## src/source/chipRamPkg.sv

```systemverilog
package chipRamPkg;

    ////////////////////////////////////////////////////////////////////////////
    // Widths
    ////////////////////////////////////////////////////////////////////////////

    localparam int rowBits  = 11;                 // SDRAM row, also address bus width
    localparam int colBits  = 8;                  // SDRAM column within bank 0
    localparam int dataBits = 16;                 // One chip RAM word

    // Encoded as {nCS, nRAS, nCAS, nWE}
    typedef enum logic [3:0] {
        NOP       = 4'b1111,
        PRECHARGE = 4'b0010,
        ACTIVATE  = 4'b0011,
        READ      = 4'b0101,
        WRITE     = 4'b0100,
        REFRESH   = 4'b0001,
        MODE      = 4'b0000
    } sdramCmdT;

    typedef logic [rowBits+colBits-1:0] chipAddrT; // Word address, row on top

    typedef struct packed {
        chipAddrT            addr;
        logic                write;
        logic                burst;                // Four word read
        logic [1:0]          mask;                 // Upper and lower byte
        logic [dataBits-1:0] wdata;
    } cpuReqT;

    typedef struct packed {
        chipAddrT            addr;
        logic                write;
        logic [dataBits-1:0] wdata;
    } dmaReqT;

    // Source tag on returned reads
    localparam logic srcCpu = 1'b0;
    localparam logic srcDma = 1'b1;

    // Burst length 1, sequential, CAS latency in A6..A4
    function automatic logic [rowBits-1:0] modeWord(input logic [2:0] cl);
        return {4'b0000, cl, 4'b0000};
    endfunction

    function automatic logic [rowBits-1:0] rowOf(input chipAddrT addr);
        return addr[rowBits+colBits-1:colBits];
    endfunction

    function automatic logic [colBits-1:0] colOf(input chipAddrT addr);
        return addr[colBits-1:0];
    endfunction

    // DMA address from nine row bits and ten column bits
    function automatic chipAddrT dmaAddr(input logic [8:0] row, input logic [9:0] col);
        return {row, col};
    endfunction

endpackage
```

## src/source/chipRamTop.sv

```systemverilog
module chipRamTop #(
    parameter int fifoDepth       = 4,
    parameter int refreshInterval = 200,
    parameter int casLatency      = 2
) (
    input  logic                            CAS_AGNUS,
    input  logic                            nRESET,
    // CPU port
    input  logic                            cpuValid,
    input  chipRamPkg::chipAddrT            cpuAddr,
    input  logic                            cpuWrite,
    input  logic                            cpuBurst,
    input  logic [1:0]                      cpuMask,
    input  logic [chipRamPkg::dataBits-1:0] cpuWdata,
    output logic                            cpuCredit,
    // DMA port, multiplexed address
    input  logic                            dmaRowStrobe,
    input  logic                            dmaColStrobe,
    input  logic [9:0]                      dmaBus,
    input  logic                            dmaWrite,
    input  logic [chipRamPkg::dataBits-1:0] dmaWdata,
    // SDRAM
    output chipRamPkg::sdramCmdT            sdramCmd,
    output logic [chipRamPkg::rowBits-1:0]  sdramAddr,
    output logic [1:0]                      sdramBank,
    output logic                            sdramCke,
    output logic [chipRamPkg::dataBits-1:0] sdramDqOut,
    output logic                            sdramDqOe,
    input  logic [chipRamPkg::dataBits-1:0] sdramDqIn,
    // Read return
    output logic                            rdValid,
    output logic [chipRamPkg::dataBits-1:0] rdData,
    output logic                            rdSource,
    output logic                            initDone
);

    import chipRamPkg::*;

    logic   refreshDue, refreshDone;
    logic   dmaPush, dmaCredit;
    dmaReqT dmaPushData, dmaHead;
    cpuReqT cpuReq, cpuHead;
    logic   cpuQueueValid, dmaQueueValid;
    logic   cpuTake, dmaTake;

    assign cpuReq = '{addr: cpuAddr, write: cpuWrite, burst: cpuBurst,
                      mask: cpuMask, wdata: cpuWdata};

    refreshTimer #(.refreshInterval(refreshInterval)) u_refreshTimer (
        .CAS_AGNUS, .nRESET, .refreshDone, .refreshDue
    );

    dmaAddressLatch #(.fifoDepth(fifoDepth)) u_dmaAddressLatch (
        .CAS_AGNUS, .nRESET, .dmaRowStrobe, .dmaColStrobe, .dmaBus, .dmaWrite, .dmaWdata,
        .pushCredit(dmaCredit), .push(dmaPush), .pushData(dmaPushData)
    );

    requestFifo #(.payloadT(cpuReqT), .fifoDepth(fifoDepth)) u_cpuQueue (
        .CAS_AGNUS, .nRESET, .push(cpuValid), .pushData(cpuReq), .take(cpuTake),
        .valid(cpuQueueValid), .headData(cpuHead), .credit(cpuCredit)
    );

    requestFifo #(.payloadT(dmaReqT), .fifoDepth(fifoDepth)) u_dmaQueue (
        .CAS_AGNUS, .nRESET, .push(dmaPush), .pushData(dmaPushData), .take(dmaTake),
        .valid(dmaQueueValid), .headData(dmaHead), .credit(dmaCredit)
    );

    sdramSequencer #(.casLatency(casLatency)) u_sdramSequencer (
        .CAS_AGNUS, .nRESET, .refreshDue, .refreshDone,
        .cpuValid(cpuQueueValid), .cpuHead, .cpuTake,
        .dmaValid(dmaQueueValid), .dmaHead, .dmaTake,
        .sdramCmd, .sdramAddr, .sdramBank, .sdramCke, .sdramDqOut, .sdramDqOe, .sdramDqIn,
        .rdValid, .rdData, .rdSource, .initDone
    );

endmodule

```

## src/source/sdramSequencer.sv

```systemverilog
module sdramSequencer #(
    parameter int casLatency = 2
) (
    input  logic                            CAS_AGNUS,
    input  logic                            nRESET,
    input  logic                            refreshDue,
    output logic                            refreshDone,
    input  logic                            cpuValid,
    input  chipRamPkg::cpuReqT              cpuHead,
    output logic                            cpuTake,
    input  logic                            dmaValid,
    input  chipRamPkg::dmaReqT              dmaHead,
    output logic                            dmaTake,
    output chipRamPkg::sdramCmdT            sdramCmd,
    output logic [chipRamPkg::rowBits-1:0]  sdramAddr,
    output logic [1:0]                      sdramBank,
    output logic                            sdramCke,
    output logic [chipRamPkg::dataBits-1:0] sdramDqOut,
    output logic                            sdramDqOe,
    input  logic [chipRamPkg::dataBits-1:0] sdramDqIn,
    output logic                            rdValid,
    output logic [chipRamPkg::dataBits-1:0] rdData,
    output logic                            rdSource,
    output logic                            initDone
);

    import chipRamPkg::*;

    typedef enum logic [1:0] {seqIdle, seqRefresh, seqAccess} seqStateT;

    seqStateT            state;
    logic [4:0]          initCnt;               // Power-up step
    logic [3:0]          cycCnt;                // Cycle of access or refresh, plus one
    logic [3:0]          lastColCnt;            // cycCnt of the final column command
    logic [1:0]          wordOff;               // Burst word being addressed
    logic                idleSlot, pickDma, pickCpu;
    logic                colSlot, readSlot;
    logic [casLatency:0] pipeValid;             // Reads in flight
    logic [casLatency:0] pipeSrc;

    // Latched request
    chipAddrT            reqAddr;
    logic                reqWrite, reqBurst, reqSrc;
    logic [dataBits-1:0] reqData;

    ////////////////////////////////////////////////////////////////////////////
    // Arbitration: refresh, then DMA, then CPU
    ////////////////////////////////////////////////////////////////////////////

    assign idleSlot   = initDone && (state == seqIdle) && !refreshDue;
    assign pickDma    = idleSlot && dmaValid;
    assign pickCpu    = idleSlot && !dmaValid && cpuValid;
    assign lastColCnt = (reqBurst && !reqWrite) ? 4'd5 : 4'd2;  // Only reads burst
    assign colSlot    = (state == seqAccess) && (cycCnt >= 4'd2) && (cycCnt <= lastColCnt);
    assign readSlot   = colSlot && !reqWrite;
    assign wordOff    = cycCnt[1:0] - 2'd3;     // First column cycle reads as 3

    always_ff @(posedge CAS_AGNUS) begin
        if (pickDma) begin
            reqAddr  <= dmaHead.addr;
            reqWrite <= dmaHead.write;
            reqBurst <= 1'b0;
            reqData  <= dmaHead.wdata;
            reqSrc   <= srcDma;
        end else if (pickCpu) begin
            reqAddr  <= cpuHead.addr;
            reqWrite <= cpuHead.write;
            reqBurst <= cpuHead.burst;
            reqData  <= cpuHead.wdata;
            reqSrc   <= srcCpu;
        end
    end

    ////////////////////////////////////////////////////////////////////////////
    // Command sequencing
    ////////////////////////////////////////////////////////////////////////////

    always_ff @(posedge CAS_AGNUS or negedge nRESET) begin
        if (!nRESET) begin
            state       <= seqIdle;
            initCnt     <= '0;
            initDone    <= 1'b0;
            cycCnt      <= '0;
            sdramCmd    <= NOP;
            sdramCke    <= 1'b0;
            sdramDqOe   <= 1'b0;
            refreshDone <= 1'b0;
            cpuTake     <= 1'b0;
            dmaTake     <= 1'b0;
        end else begin
            sdramCmd    <= NOP;                 // Single cycle commands
            sdramDqOe   <= 1'b0;
            refreshDone <= 1'b0;
            cpuTake     <= pickCpu;             // Pop lines up with ACTIVATE
            dmaTake     <= pickDma;
            if (!initDone) begin
                initCnt <= initCnt + 1'b1;
                case (initCnt)
                    5'd0:        sdramCke <= 1'b1;
                    5'd1:        sdramCmd <= PRECHARGE;
                    5'd3:        sdramCmd <= MODE;
                    5'd5, 5'd11: sdramCmd <= REFRESH;       // Two to finish power-up
                    5'd17:       initDone <= 1'b1;
                    default:     ;
                endcase
            end else begin
                case (state)
                    seqIdle: begin
                        cycCnt <= 4'd1;
                        if (refreshDue) begin
                            sdramCmd    <= REFRESH;
                            refreshDone <= 1'b1;
                            state       <= seqRefresh;
                        end else if (pickDma || pickCpu) begin
                            sdramCmd <= ACTIVATE;
                            state    <= seqAccess;
                        end
                    end
                    seqRefresh: begin
                        cycCnt <= cycCnt + 1'b1;
                        if (cycCnt == 4'd7) begin
                            state <= seqIdle;           // Eight cycles of tRC
                        end
                    end
                    default: begin
                        cycCnt <= cycCnt + 1'b1;
                        if (colSlot) begin
                            sdramCmd  <= reqWrite ? WRITE : READ;
                            sdramDqOe <= reqWrite;
                        end else if (cycCnt == lastColCnt + 4'd2) begin
                            sdramCmd <= PRECHARGE;
                        end else if (cycCnt == lastColCnt + 4'd4) begin
                            state <= seqIdle;           // Two quiet cycles after PRECHARGE
                        end
                    end
                endcase
            end
        end
    end

    // Address mux follows the command on the pins
    always_comb begin
        case (sdramCmd)
            PRECHARGE:   sdramAddr = 11'b100_0000_0000;            // A10 precharges all
            MODE:        sdramAddr = modeWord(3'(casLatency));
            ACTIVATE:    sdramAddr = rowOf(reqAddr);
            READ, WRITE: sdramAddr = {{(rowBits-colBits){1'b0}}, colOf(reqAddr) + colBits'(wordOff)};
            default:     sdramAddr = '0;
        endcase
    end

    assign sdramBank  = 2'b00;
    assign sdramDqOut = reqData;

    ////////////////////////////////////////////////////////////////////////////
    // Read return
    ////////////////////////////////////////////////////////////////////////////

    always_ff @(posedge CAS_AGNUS or negedge nRESET) begin
        if (!nRESET) begin
            pipeValid <= '0;
            pipeSrc   <= '0;
            rdValid   <= 1'b0;
            rdSource  <= 1'b0;
        end else begin
            pipeValid <= {pipeValid[casLatency-1:0], readSlot};   // Enters with READ
            pipeSrc   <= {pipeSrc[casLatency-1:0], reqSrc};
            rdValid   <= pipeValid[casLatency];                   // CL plus input register
            rdSource  <= pipeSrc[casLatency];
        end
    end

    always_ff @(posedge CAS_AGNUS) begin
        rdData <= sdramDqIn;                    // Input register on DQ
    end

endmodule

```

## src/source/requestFifo.sv

```systemverilog
module requestFifo #(
    parameter type payloadT  = logic,
    parameter int  fifoDepth = 4
) (
    input  logic    CAS_AGNUS,
    input  logic    nRESET,
    input  logic    push,
    input  payloadT pushData,
    input  logic    take,
    output logic    valid,
    output payloadT headData,
    output logic    credit
);

    localparam int ptrBits = (fifoDepth > 1) ? $clog2(fifoDepth) : 1;

    payloadT            mem [fifoDepth];
    logic [ptrBits-1:0] wrPtr;
    logic [ptrBits-1:0] rdPtr;
    logic [ptrBits:0]   count;                  // Entries held

    // Wrap for any depth, not only powers of two
    function automatic logic [ptrBits-1:0] nextPtr(input logic [ptrBits-1:0] ptr);
        return (ptr == ptrBits'(fifoDepth - 1)) ? '0 : ptr + 1'b1;
    endfunction

    assign valid    = (count != '0);
    assign headData = mem[rdPtr];               // Head shows without an extra cycle
    assign credit   = take && valid;            // One credit back per entry taken

    always_ff @(posedge CAS_AGNUS or negedge nRESET) begin
        if (!nRESET) begin
            wrPtr <= '0;
            rdPtr <= '0;
            count <= '0;
        end else begin
            if (push) begin
                wrPtr <= nextPtr(wrPtr);
            end
            if (take) begin
                rdPtr <= nextPtr(rdPtr);
            end
            count <= count + (ptrBits+1)'(push) - (ptrBits+1)'(take);
        end
    end

    always_ff @(posedge CAS_AGNUS) begin
        if (push) begin
            mem[wrPtr] <= pushData;
        end
    end

    // Credits on the write side keep these from ever firing
    noPushWhenFull: assert property (
        @(posedge CAS_AGNUS) disable iff (!nRESET)
        push |-> (count < (ptrBits+1)'(fifoDepth))
    ) else $error("Push into a full request queue");

    noTakeWhenEmpty: assert property (
        @(posedge CAS_AGNUS) disable iff (!nRESET)
        take |-> valid
    ) else $error("Take from an empty request queue");

endmodule

```

## src/source/dmaAddressLatch.sv

```systemverilog
module dmaAddressLatch #(
    parameter int fifoDepth = 4
) (
    input  logic                          CAS_AGNUS,
    input  logic                          nRESET,
    input  logic                          dmaRowStrobe,
    input  logic                          dmaColStrobe,
    input  logic [9:0]                    dmaBus,
    input  logic                          dmaWrite,
    input  logic [chipRamPkg::dataBits-1:0] dmaWdata,
    input  logic                          pushCredit,
    output logic                          push,
    output chipRamPkg::dmaReqT            pushData
);

    import chipRamPkg::*;

    localparam int credBits = $clog2(fifoDepth + 1);

    logic [8:0]          rowLatch;               // Top row bit is not mapped
    logic                rowSeen;                // Row strobe since last column strobe
    logic [credBits-1:0] credits;                // Free slots in the DMA queue

    always_ff @(posedge CAS_AGNUS or negedge nRESET) begin
        if (!nRESET) begin
            push    <= 1'b0;
            rowSeen <= 1'b0;
            credits <= credBits'(fifoDepth);
        end else begin
            push    <= dmaColStrobe;            // Request goes out one cycle after CAS
            credits <= credits - credBits'(push) + credBits'(pushCredit);
            if (dmaRowStrobe) begin
                rowSeen <= 1'b1;
            end else if (dmaColStrobe) begin
                rowSeen <= 1'b0;                // Next column needs a fresh row
            end
        end
    end

    // Address and data capture
    always_ff @(posedge CAS_AGNUS) begin
        if (dmaRowStrobe) begin
            rowLatch <= dmaBus[8:0];
        end
        if (dmaColStrobe) begin
            pushData.addr  <= dmaAddr(rowLatch, dmaBus);
            pushData.write <= dmaWrite;
            pushData.wdata <= dmaWdata;
        end
    end

    // DMA engine cannot be stalled, so the queue must always have room
    pushHasCredit: assert property (
        @(posedge CAS_AGNUS) disable iff (!nRESET)
        push |-> (credits != '0)
    ) else $error("DMA push with no queue credit");

    colAfterRow: assert property (
        @(posedge CAS_AGNUS) disable iff (!nRESET)
        dmaColStrobe |-> rowSeen
    ) else $error("DMA column strobe without row strobe");

endmodule

```

## src/source/refreshTimer.sv

```systemverilog
module refreshTimer #(
    parameter int refreshInterval = 200
) (
    input  logic CAS_AGNUS,
    input  logic nRESET,
    input  logic refreshDone,
    output logic refreshDue
);

    localparam int cntBits = $clog2(refreshInterval + 1);

    logic [cntBits-1:0] clkCnt;                 // Clocks since last REFRESH

    always_ff @(posedge CAS_AGNUS or negedge nRESET) begin
        if (!nRESET) begin
            clkCnt     <= '0;
            refreshDue <= 1'b0;
        end else if (refreshDone) begin
            clkCnt     <= '0;                   // Restart the interval
            refreshDue <= 1'b0;
        end else if (!refreshDue) begin
            clkCnt <= clkCnt + 1'b1;
            if (clkCnt == cntBits'(refreshInterval - 1)) begin
                refreshDue <= 1'b1;             // Held until the sequencer gets to it
            end
        end
    end

    // Sequencer only refreshes on request once init is over
    refreshOnlyWhenDue: assert property (
        @(posedge CAS_AGNUS) disable iff (!nRESET)
        refreshDone |-> refreshDue
    ) else $error("refreshDone without refreshDue");

endmodule

```

## config.mk

```make
export PLATFORM = sky130hd
export DESIGN_NAME = chipRamTop
export DESIGN_NICKNAME = d
export VERILOG_FILES = /design/src/source/chipRamPkg.sv /design/src/source/chipRamTop.sv /design/src/source/sdramSequencer.sv /design/src/source/requestFifo.sv /design/src/source/dmaAddressLatch.sv /design/src/source/refreshTimer.sv
export SDC_FILE = /design/constraint.sdc
export NUM_CORES = 1
export LEC_CHECK = 0
export ABC_AREA = 1
export BUFFER_PORTS_ARGS = -buffer_cell sky130_fd_sc_hd__buf_2
export CAP_MARGIN = 20
export CORE_ASPECT_RATIO = 2
export CORE_MARGIN = 5
export CORE_UTILIZATION = 50
export CTS_BUF_LIST = sky130_fd_sc_hd__clkbuf_16
export DETAILED_ROUTE_END_ITERATION = 16
export PLACE_DENSITY_LB_ADDON = 0.05
export SYNTH_ARGS = -nofsm -noshare
export SYNTH_HDL_FRONTEND = slang
export SYNTH_SLANG_ARGS = --single-unit
```

## constraint.sdc

```tcl
create_clock -name CAS_AGNUS -period 3.75 [get_ports CAS_AGNUS]
set_input_delay 0.375 -clock CAS_AGNUS [delete_from_list [all_inputs] [get_ports CAS_AGNUS]]
set_output_delay 0.375 -clock CAS_AGNUS [all_outputs]
set_load 0.02 [all_outputs]
```

==> qor_table.md <==
| Parameter | This run |
| --- | --- |
| Relative slew margins | 37.9% |
| Startpoint-to-endpoint class of the critical path | reg2out |
| Leakage power | 7.51 nW |
| Number of sinks handled by clock tree synthesis | 444 |
| WL final | 35900 um |
| Internal | 10.0 mW |
| Antenna violations before repair | 5 |
| Top-Level Pins | 142 |
| Critical-path maximum fanout | 5 |
| Global routing usage summed across all routing layers | 18.9% |
| Synth Instances | 1278 |
| Crit Reg-Reg Startpoint | u_dmaQueue.count[1] |
| Portion of synthesized cell area occupied by the leading cell type | 66.2% |
| Worst reg-to-reg setup slack | 1.52 ns |
| Die width | 140 um |
| Setup slack of the critical path after layout | 0.800 ns |
| Slowest cell on the critical path | dfrtp_1 |
| Die span in y | 270 um |
| Switching portion of total power | 33.3% |
| Post-detailed-placement half-perimeter wirelength | 22500 um |
| Worst endpoint data arrival time | 2.58 ns |
| Share of the yosys chip area belonging to registers | 76.2% |
| Final non-filler cell total | 1921 |
| List of most frequent post-synthesis cells | 373 x edfxtp_1, 194 x nand2_1, 182 x nor2_1, 159 x o21ai_0, 72 x o22ai_1 |
| Dominant cell by count in the synthesized netlist | edfxtp_1 |
| Share of post-route cells with drive strength above 1 | 15.7% |
| Cell taking the most area after synthesis | edfxtp_1 |
| Net switching power | 5.01 mW |
| Starting density of the core | 50.5% |
| Number of design-rule violations left by the first detailed-router iteration | 617 |
| Maximum number of pins on one net before global-route repair | 77 |
| R2r endpoint | u_sdramSequencer.sdramDqOut[7] |
| Number of fillers in the final layout | 2732 |
| Core outline area | 0.0335 mm2 |
| Post-Synthesis Mean Instance Area | 13.2 um2 |
| Number of optimization iterations in the first detailed-route pass | 5 |
| Share of total power in the clock network | 26.2% |
| Number of hold violations in the final report | 0 |
| Worst clock skew | 0.0143 ns |
| Fmax achieved | 339 MHz |
| Slew Limit Fails | 0 |
| Inserted Clock Buffers | 39 |
| Number of buffers on the longest clock path | 3 |
| Maximum level of the CTS H-tree | 2 |
| Outcome | finished, final reports clean |
| Via-to-Cell Ratio | 5.26 |
| Sequential cell area | 0.0129 mm2 |
| Total overflow reported by the global router | 0 |
| Number of max-cap violations | 0 |
| Sequential share of power | 46.1% |
| Combinational cell fraction of total power | 27.7% |
| Number of placement rows | 95 |
| Final Net Count | 1566 |
| Hold path startpoint | dmaWdata[10] |
| Max rail drop VDD | 0.385 mV |
| Source of the critical timing path | u_sdramSequencer.cycCnt[0] |
| Remaining antenna violation count | 0 |
| Cells along the critical path | inv_1, ha_1, inv_1, ha_1, nand3_1, nand2_1, nand4_1, nor2_1, nor2_1, o21ai_0, buf_2 |
| Yosys synthesis warning count | 0 |
| Unrepaired setup endpoints after global routing | no |
| Number of flops mapped to enable cells by yosys | 373 |
| Pre-CTS setup slack | 1.37 ns |
| Vias in the first global route | 10521 |
| Area growth from synthesis to layout | 16.0% |
| Classification of the worst-slack hold path | in2reg |
| Delay of the slowest critical-path stage | 0.40 ns |
| Required time of the critical path | 3.38 ns |
| Distinct cells, synth | 42 |
| Area occupied by multi-input gates | 0.00351 mm2 |
| Routed wirelength normalized by instance count | 18.7 um |
| Setup-failing EPs final | 0 |
| Post-synthesis instance area | 0.0169 mm2 |
| Power per cell area | 766 mW/mm2 |
| FF+latch count, synth | 444 |
| CP Launch Type | flip-flop |
| CTS tree | built |
| Endpoint type of the worst setup path | output pin |
| Worst hold stages | 1 |
| Actual slew at the worst max-slew pin | 0.931 ns |
| Largest cells by area after synthesis | edfxtp_1 66%, dfrtp_1 7.2%, o21ai_0 4.7%, nand2_1 4.3%, nor2_1 4.0% |
| Setup TNS | 0 ns |
| Via total after detailed routing | 10113 |
| Wire length of the first global-routing pass | 56100 um |
| Root Driver | clkbuf_16 |
| Async set-or-reset flop fraction in the synthesized netlist | 11.9% |
| Most used DFF post-synth | edfxtp_1 |
| Number of port buffers | 137 |
| Die footprint | 0.0379 mm2 |
| Final weighted congestion in routability-driven placement | 0.871 |
| Clock latency on the worst-skew pair | 0.53 ns |
| CTS clock-pin slew for the worst setup and hold paths | 0.07 ns |
| Placed instance count | 1817 |
| Share of the cycle needed by the critical path after routing | 78.7% |
| Endpoint of the worst hold path | u_dmaAddressLatch.pushData[10] |
| DRC violation count after routing | 0 |
| Number of cells traversed by the worst register-to-register path | 7 |
| Worst hold-check slack | 0.0260 ns |
| Final critical path time including I/O delays and setup | 2.95 ns |
[metrics by stage]
step	area, um2	total power [mW]	utilization (%)
6_report	19600	15.1	58.6
5_1_grt	19600	16.0	58.6
4_1_cts	19600	15.2	58.5
3_5_place_dp	18100	11.3	53.9
3_3_place_gp	18100	11.2	53.9
2_1_floorplan	16900	9.80	-
[registers in the layout (all words and copies together) (netlist names), 4 cells and up]
register and cells:
u_dmaAddressLatch.rowLatch 9, u_sdramSequencer.reqAddr 19, u_sdramSequencer.rdData 16, u_sdramSequencer.cycCnt 4, u_sdramSequencer.sdramDqOut 16, u_sdramSequencer.initCnt 5, u_cpuQueue.mem 148, u_refreshTimer.clkCnt 8
u_dmaAddressLatch.pushData 36, u_dmaQueue.mem 144, u_sdramSequencer.sdramCmd 4
[routing by layer]
| layer | share of wire, % | track usage, % |
|---|---|---|
| met5 | 0.064 | 0 |
| met4 | 3.0 | 6.99 |
| met3 | 4.5 | 3.05 |
| met2 | 54 | 34.7 |
| met1 | 39 | 22.1 |
[logic make-up (layout without fill, tap and decap cells)]
group                    Yosys count  count (layout)  synth area share (%)
adder cells (fa/ha/maj)           26              26                  2.06
AND/OR/NAND/NOR                  412             412                  9.60
AO/OA/AOI/OAI                    264             264                  8.57
flip-flops                       444             444                  76.2
buffers and inverters            122             326                  3.11
other                              1               4                0.0222
XOR/XNOR                           9               9                 0.466
[layout by cell type, fill, tap and decap left out, types with 7 or more instances in the layout]
cell type and n:
o22ai_1 72, inv_1 64, dfrtp_1 47, ha_1 23
a21oi_1 8, clkinv_2 8, buf_4 24, nand3_1 18
dfxtp_1 18, dlygate4sd3_1 31, nor3_1 7, o21ai_1 12
nor2_1 182, clkbuf_16 41, nand2_1 194, clkinv_1 10
buf_2 137, edfxtp_1 373, o21ai_0 159
[final cells by class]
class	instances	share of cell area, %
inverter	63	1.20
clock inverter	30	1.23
multi-input combinational	713	17.9
clock buffer	41	5.22
timing repair buffer	192	5.99
tap	436	2.78
antenna	2	0.0255
sequential	444	65.7
[worst max-delay path by stage]
stage	to	slack, ns	depth (start not counted)
3_3_place_gp	sdramAddr[7]	1.37	11
5_1_grt	sdramAddr[7]	0.60	11
6_report	sdramAddr[7]	0.80	11
4_1_cts	sdramAddr[7]	0.80	11
3_5_place_dp	sdramAddr[7]	1.37	11
2_1_floorplan	sdramAddr[7]	1.43	10
[power groups by stage]
stage / clock network [mW] / registers (mW) / logic, mW
floorplan: 0 / 7.10 / 2.69
global placement: 0 / 7.02 / 4.14
detailed placement: 0 / 7.04 / 4.23
CTS: 4.05 / 6.94 / 4.25
global route: 4.27 / 7.02 / 4.69
finish: 3.94 / 6.93 / 4.17
[repair_timing]
action	4_1_cts	5_1_grt
buffers inserted	0	0
hold endpoints to repair	64	1
gates resized for setup	0	0
hold buffers	30	1
[critical path: cells and delay by family, from the launching register on]
kind            cells  cell delay (ns)
fa+ha+maj           2             0.57
simple gates        5             0.48
flops               1             0.40
buf+inv             3             0.40
compound gates      1             0.20
Power figures use the tool's default switching activity.
